===== config.mk =====
export PLATFORM = sky130hd
export DESIGN_NAME = avg_power_top
export DESIGN_NICKNAME = d
export VERILOG_FILES = /design/src/rtl/power_pkg.sv /design/src/rtl/average_pkg.sv /design/src/rtl/square_lanes.sv /design/src/rtl/adder_tree.sv /design/src/rtl/moving_average.sv /design/src/rtl/power_normalize.sv /design/src/rtl/avg_power_top.sv
export SDC_FILE = /design/constraint.sdc
export NUM_CORES = 2
export LEC_CHECK = 0
export BUFFER_PORTS_ARGS = -buffer_cell sky130_fd_sc_hd__clkbuf_2
export CORE_ASPECT_RATIO = 1.75
export CORE_MARGIN = 2
export CORE_UTILIZATION = 60
export DETAILED_ROUTE_END_ITERATION = 10
export PLACE_DENSITY_LB_ADDON = 0.12
export SYNTH_ARGS = -nofsm -noshare
export SYNTH_HDL_FRONTEND = slang
export SYNTH_SLANG_ARGS = --single-unit

===== constraint.sdc =====
create_clock -name clk -period 20.6 [get_ports clk]
set_input_delay 3.09 -clock clk [delete_from_list [all_inputs] [get_ports clk]]
set_output_delay 3.09 -clock clk [all_outputs]
set_load 0.02 [all_outputs]

===== src/rtl/power_pkg.sv =====
package power_pkg;

    // ##############################
    // Input word layout
    // ##############################

    // Samples arriving together in one input word.
    localparam int lanes = 8;

    // log2 of the lane count, used to divide the averaged sum by the lane count.
    localparam int lanes_log2 = 3;

    // Unsigned bits per sample.
    localparam int sample_width = 8;

    // ##############################
    // Datapath widths
    // ##############################

    // A square needs twice the sample width.
    localparam int square_width = 2 * sample_width;

    // Each level of the adder tree halves the node count and adds one bit.
    localparam int tree_levels = lanes_log2;

    // Eight full-scale squares need three bits more than one square.
    localparam int lane_sum_width = square_width + tree_levels;

    // The mean square per sample never exceeds one full-scale square.
    localparam int power_width = square_width;

    // ##############################
    // Pipeline timing
    // ##############################

    // Input register plus product register.
    localparam int square_latency = 2;

    // Cycles from an accepted word to the normalizer input, which is also
    // the depth of the round mode delay line in the top level.
    localparam int mode_delay = square_latency + tree_levels + 1;

    typedef logic [sample_width-1:0]   sample_t;
    typedef logic [square_width-1:0]   square_t;
    typedef logic [lane_sum_width-1:0] lane_sum_t;
    typedef logic [power_width-1:0]    power_t;

endpackage


===== src/rtl/average_pkg.sv =====
package average_pkg;

    // ##############################
    // Moving average window
    // ##############################

    // Lane sums held in the averaging window.
    localparam int window_len = 16;

    // Shift that divides the running total by the window length.
    localparam int window_log2 = 4;

    // ##############################
    // Enumerations
    // ##############################

    // How the final division by the lane count treats the dropped bits.
    typedef enum logic {
        ROUND_TRUNCATE = 1'b0,
        ROUND_NEAREST  = 1'b1
    } round_mode_e;

    // The averager stays in FILLING until a whole window of real sums is in.
    typedef enum logic {
        FILLING = 1'b0,
        FULL    = 1'b1
    } fill_state_e;

endpackage


===== src/rtl/square_lanes.sv =====
`timescale 1ns/1ns

module square_lanes (
    input  logic                                      clk,
    input  logic                                      rst,
    input  power_pkg::sample_t [power_pkg::lanes-1:0] samples,
    input  logic                                      in_valid,
    output power_pkg::square_t [power_pkg::lanes-1:0] squares,
    output logic                                      squares_valid
);

    // First stage holds the raw word so the multipliers start from a register.
    power_pkg::sample_t [power_pkg::lanes-1:0] sample_q;
    logic                                      sample_valid_q;

    // ##############################
    // Input register
    // ##############################

    always_ff @(posedge clk) begin
        sample_q <= samples;
    end

    always_ff @(posedge clk) begin
        if (rst) begin
            sample_valid_q <= 1'b0;
        end else begin
            sample_valid_q <= in_valid;
        end
    end

    // ##############################
    // Product register
    // ##############################

    // Every lane gets its own multiplier; the operands are widened first so
    // the product keeps all sixteen bits.
    always_ff @(posedge clk) begin
        for (int i = 0; i < power_pkg::lanes; i++) begin
            squares[i] <= power_pkg::square_t'(sample_q[i]) *
                          power_pkg::square_t'(sample_q[i]);
        end
    end

    always_ff @(posedge clk) begin
        if (rst) begin
            squares_valid <= 1'b0;
        end else begin
            squares_valid <= sample_valid_q;
        end
    end

endmodule


===== src/rtl/adder_tree.sv =====
`timescale 1ns/1ns

module adder_tree (
    input  logic                                      clk,
    input  logic                                      rst,
    input  power_pkg::square_t [power_pkg::lanes-1:0] squares,
    input  logic                                      squares_valid,
    output power_pkg::lane_sum_t                      lane_sum,
    output logic                                      lane_sum_valid
);

    // The tree is stored heap style. Node 1 is the root, node i has children
    // 2i and 2i+1, and indices from lanes upward would be the squares
    // themselves. Nodes lanes/2 to lanes-1 form the first level, the root
    // the last one. A node at level k only needs square_width + k bits, the
    // root all of lane_sum_width; the unused upper bits of the lower levels
    // stay zero.
    power_pkg::lane_sum_t node [1:power_pkg::lanes-1];

    // One valid bit per tree level.
    logic [power_pkg::tree_levels-1:0] valid_q;

    // ##############################
    // Tree nodes
    // ##############################

    for (genvar i = 1; i < power_pkg::lanes; i++) begin : g_node
        if (2 * i >= power_pkg::lanes) begin : g_first_level
            // Children are two neighbouring squares.
            always_ff @(posedge clk) begin
                node[i] <= power_pkg::lane_sum_t'(squares[2*i-power_pkg::lanes]) +
                           power_pkg::lane_sum_t'(squares[2*i+1-power_pkg::lanes]);
            end
        end else begin : g_upper_level
            always_ff @(posedge clk) begin
                node[i] <= node[2*i] + node[2*i+1];
            end
        end
    end

    // ##############################
    // Valid chain
    // ##############################

    // Valid moves one level per cycle, so a new word can enter every cycle
    // while earlier words are still climbing the tree.
    always_ff @(posedge clk) begin
        if (rst) begin
            valid_q <= '0;
        end else begin
            valid_q <= {valid_q[power_pkg::tree_levels-2:0], squares_valid};
        end
    end

    assign lane_sum       = node[1];
    assign lane_sum_valid = valid_q[power_pkg::tree_levels-1];

endmodule


===== src/rtl/moving_average.sv =====
`timescale 1ns/1ns

module moving_average (
    input  logic                 clk,
    input  logic                 rst,
    input  power_pkg::lane_sum_t lane_sum,
    input  logic                 lane_sum_valid,
    output power_pkg::lane_sum_t mean_sum,
    output logic                 mean_valid
);

    // The running total grows by window_log2 bits over one lane sum.
    typedef logic [power_pkg::lane_sum_width+average_pkg::window_log2-1:0] total_t;
    typedef logic [average_pkg::window_log2-1:0] count_t;

    // Entry 0 holds the newest sum, the last entry the one to be dropped.
    power_pkg::lane_sum_t delay_line [average_pkg::window_len];

    total_t                   running_sum;
    count_t                   fill_count;
    average_pkg::fill_state_e fill_state;
    logic                     window_done;

    // ##############################
    // Delay line and running total
    // ##############################

    // The window only moves on valid sums, so bubbles leave it untouched.
    // Because the delay line starts at zero, the oldest entry subtracts
    // nothing while the window is still filling.
    always_ff @(posedge clk) begin
        if (rst) begin
            for (int i = 0; i < average_pkg::window_len; i++) begin
                delay_line[i] <= '0;
            end
            running_sum <= '0;
        end else if (lane_sum_valid) begin
            delay_line[0] <= lane_sum;
            for (int i = 1; i < average_pkg::window_len; i++) begin
                delay_line[i] <= delay_line[i-1];
            end
            running_sum <= running_sum + total_t'(lane_sum) -
                           total_t'(delay_line[average_pkg::window_len-1]);
        end
    end

    // Dividing by the window length is a plain shift and truncates.
    assign mean_sum = power_pkg::lane_sum_t'(running_sum >> average_pkg::window_log2);

    // ##############################
    // Warm-up control
    // ##############################

    // High for the sum that completes the first full window.
    assign window_done = (fill_count == count_t'(average_pkg::window_len - 1));

    always_ff @(posedge clk) begin
        if (rst) begin
            fill_state <= average_pkg::FILLING;
            fill_count <= '0;
            mean_valid <= 1'b0;
        end else begin
            mean_valid <= lane_sum_valid &&
                          (fill_state == average_pkg::FULL || window_done);
            if (lane_sum_valid && fill_state == average_pkg::FILLING) begin
                fill_count <= fill_count + 1'b1;
                if (window_done) begin
                    fill_state <= average_pkg::FULL;
                end
            end
        end
    end

endmodule


===== src/rtl/power_normalize.sv =====
`timescale 1ns/1ns

module power_normalize (
    input  logic                     clk,
    input  logic                     rst,
    input  power_pkg::lane_sum_t     mean_sum,
    input  logic                     mean_valid,
    input  average_pkg::round_mode_e round_mode,
    output power_pkg::power_t        power,
    output logic                     power_valid
);

    power_pkg::power_t              quotient;
    logic [power_pkg::lanes_log2-1:0] remainder;
    logic                           round_up;

    // Dropping the low bits divides by the lane count.
    assign quotient  = power_pkg::power_t'(mean_sum >> power_pkg::lanes_log2);
    assign remainder = mean_sum[power_pkg::lanes_log2-1:0];

    // The top remainder bit is set when the dropped part is half or more,
    // so halves round up.
    assign round_up = (round_mode == average_pkg::ROUND_NEAREST) &&
                      remainder[power_pkg::lanes_log2-1];

    // A full-scale mean divides exactly, so the increment never carries out.
    always_ff @(posedge clk) begin
        if (mean_valid) begin
            power <= quotient + power_pkg::power_t'(round_up);
        end
    end

    always_ff @(posedge clk) begin
        if (rst) begin
            power_valid <= 1'b0;
        end else begin
            power_valid <= mean_valid;
        end
    end

endmodule


===== src/rtl/avg_power_top.sv =====
`timescale 1ns/1ns

module avg_power_top (
    input  logic                                                 clk,
    input  logic                                                 rst,
    input  logic [power_pkg::lanes*power_pkg::sample_width-1:0] samples,
    input  logic                                                 in_valid,
    input  logic                                                 round_mode,
    output logic [power_pkg::power_width-1:0]                    power,
    output logic                                                 power_valid
);

    power_pkg::square_t [power_pkg::lanes-1:0] squares;
    logic                                      squares_valid;
    power_pkg::lane_sum_t                      lane_sum;
    logic                                      lane_sum_valid;
    power_pkg::lane_sum_t                      mean_sum;
    logic                                      mean_valid;

    // Round mode of each word, delayed to arrive with that word's mean.
    average_pkg::round_mode_e mode_pipe [power_pkg::mode_delay];

    // ##############################
    // Round mode alignment
    // ##############################

    always_ff @(posedge clk) begin
        mode_pipe[0] <= average_pkg::round_mode_e'(round_mode);
        for (int i = 1; i < power_pkg::mode_delay; i++) begin
            mode_pipe[i] <= mode_pipe[i-1];
        end
    end

    // ##############################
    // Datapath stages
    // ##############################

    square_lanes u_square_lanes (
        .clk           (clk),
        .rst           (rst),
        .samples       (samples),
        .in_valid      (in_valid),
        .squares       (squares),
        .squares_valid (squares_valid)
    );

    adder_tree u_adder_tree (
        .clk            (clk),
        .rst            (rst),
        .squares        (squares),
        .squares_valid  (squares_valid),
        .lane_sum       (lane_sum),
        .lane_sum_valid (lane_sum_valid)
    );

    moving_average u_moving_average (
        .clk            (clk),
        .rst            (rst),
        .lane_sum       (lane_sum),
        .lane_sum_valid (lane_sum_valid),
        .mean_sum       (mean_sum),
        .mean_valid     (mean_valid)
    );

    power_normalize u_power_normalize (
        .clk         (clk),
        .rst         (rst),
        .mean_sum    (mean_sum),
        .mean_valid  (mean_valid),
        .round_mode  (mode_pipe[power_pkg::mode_delay-1]),
        .power       (power),
        .power_valid (power_valid)
    );

endmodule


==> impl_metrics.ini <==
[run_status]
outcome = complete, no violations

[worst_setup_path]
crit_required_ns = 20.86
critPathMaxFanout = 149
path_class = input pin to flip-flop
worst_setup_path_start_kind = input pin
endpoint_kind = flip-flop
cp.arrival_ns = 5.89

[timing]
relSlewSlack_pct = 27.6
period_share_pct = 27.3
timing.final.ws_setup_ns = 14.97
slew_viol_final = 0
rsz0062_at_grt = false
skew_ns = 0.0263
finalHoldViolations = 0
worst_pin_slew_ns = 1.09
setup_viol = 0
tns_ns = 0
fin_crit_ns = 5.63
fmax_mhz = 178

[die]
start_util_pct = 60.4
die_w_um = 194
die_y_um = 337
die_area_mm2 = 0.0656
rows = 122
io_pins = 85
core_area_mm2 = 0.0630

[route]
dr.pass1.iters = 5
wire_per_inst_um = 15.6
first_iter_violations = 813
finalWirelength_um = 68800
num_vias = 23300
drc = 0
vias_per_cell = 5.29
ant_nets = 0

[placed_design]
dp_hpwl_um = 52200
post-place-ws_ns = 14.16
postPlaceCellArea_mm2 = 0.0393
gp_congestion = 0.883
port_buffers = 84

[yosys]
synth_area_per_cell_um2 = 11.0
ys_types = 69
ys_async_sr_fraction_pct = 0
synth_area_mm2 = 0.0381
synth-edff-count = 320
synth_ff_type = dfxtp_1
syn_inst = 3460
yosysSeqAreaShare_pct = 43.5
synth-seq-cells = 668
postSynthNetCount = 4124
yosysWarnings = 0

[grt]
grt_antenna_before_repair = 0
grt_overflow = 0
grt_pass1_wl_um = 116000
grt_max_degree = 150
grt_pass1_vias = 24800
track_usage_pct = 21.7

[final_layout]
layout_commonest_cell = inv_1
fillers = 4839
area_growth_pct = 8.83
drive_gt1_share_pct = 6.59
antennaDiodeCount = 0
utilization_pct = 65.8
final_cell_mix = inv_1, ha_1, dfxtp_1
finalNetCount = 4211
stdcell_area_mm2 = 0.0415

[clock_network]
cts_root_buf = clkbuf_16
cts_tree = yes
cts.repair.resized = 0
hold_buffers = 0
numCtsBuffers = 61
clock_sinks = 668
insertion_delay_ns = 0.65
h-tree-depth = 2
clkTransAtPathRegs_ns = 0.06
cts_setup_buffers = 0
clk_path_buf_depth = 3

[min_path]
hold_path.class = flip-flop to flip-flop

[power_and_ir_drop]
cellLeakagePower_uw = 0.0190
p_per_area_mw_per_mm2 = 131
ir_drop_mv = 0.0870
p_total_uw = 5430

[job]
max_cap_violations = 0
## path summary, 6_finish.rpt
path | depth (start not counted) | slack [ns] | start | to
hold reg to reg | 0 | 0.32 | mode_pipe[2] | mode_pipe[3]
setup reg to reg | 14 | 16.08 | u_square_lanes.sample_q[37] | u_square_lanes.squares[78]
hold / removal | 0 | 0.32 | mode_pipe[2] | mode_pipe[3]
setup / recovery | 5 | 14.97 | rst | u_moving_average.delay_line[1][119]
## power by group
part           total (uW)  switching [uW]  internal [uW]
sequential           1790             114           1670
clock                1160             498            665
combinational        2480            1370           1110
total                5430            1980           3440
## synth_stat cells, drive strengths merged (17+ instances only)
library cell	instances	area (um^2)
a21o	44	332
a21oi	121	621
a31oi	17	113
and2	330	2060
and3	25	156
clkbuf	64	240
dfxtp	348	6970
edfxtp	320	9610
fa	218	4360
ha	378	4730
inv	475	1780
mux2i	21	210
nand2	138	518
nand2b	26	163
nand3	29	145
nor2	182	688
nor2b	169	1060
nor3	41	205
o21a	22	165
o21ai	63	315
o21bai	22	180
or2	18	113
or3	22	138
xnor2	199	1740
xor2	54	473
## layer usage
metal	track usage, %	wire length (um)
met3	2.59	1690
met4	7.68	2180
met5	0	0
met2	43.3	38600
met1	23.3	26200
## sequential cells by signal, indices dropped and copies added (netlist names)
| register | cells |
|---|---|
| u_power_normalize.power | 16 |
| u_square_lanes.sample_q | 64 |
| u_moving_average.fill_count | 4 |
| u_adder_tree.node | 123 |
| u_adder_tree.valid_q | 3 |
| u_square_lanes.squares_valid | 1 |
| u_square_lanes.squares | 120 |
| u_moving_average.running_sum | 23 |
| u_moving_average.fill_state | 1 |
| u_moving_average.mean_valid | 1 |
| u_square_lanes.sample_valid_q | 1 |
| u_moving_average.delay_line | 304 |
| u_power_normalize.power_valid | 1 |
| mode_pipe | 6 |
## through the flow
stage | cells | hold WS, ns
after global placement | 4290 | 0.310
after detailed placement | 4290 | 0.313
after floorplan | 3460 | 0.310
after global routing | 4405 | 0.328
after CTS | 4405 | 0.324
final | 4405 | 0.325
## critical path, stage by stage
cell    delay [ns]
buf_4         0.11
nor2_1        0.10
inv_8         0.67
buf_4         0.86
buf_4         0.98
## cell type report
class | count | area (um^2) | area share, %
inverters | 475 | 1790 | 4.32
multi-input cells | 2250 | 19500 | 47.0
well taps | 806 | 1010 | 2.43
clock inverters | 23 | 263 | 0.634
clock buffers | 92 | 1860 | 4.48
repair buffers | 91 | 475 | 1.15
flip-flops and latches | 668 | 16600 | 40.0
## logic make-up after synthesis
kind of cell | count (synthesis) | share of synthesized area [%]
compound gates | 379 | 6.75
xor+xnor | 253 | 5.82
fa+ha+maj | 596 | 23.9
buf+inv | 542 | 5.34
flops | 668 | 43.5
mux | 22 | 0.581
simple gates | 1000 | 14.1
(Power assumes the default switching activity.)
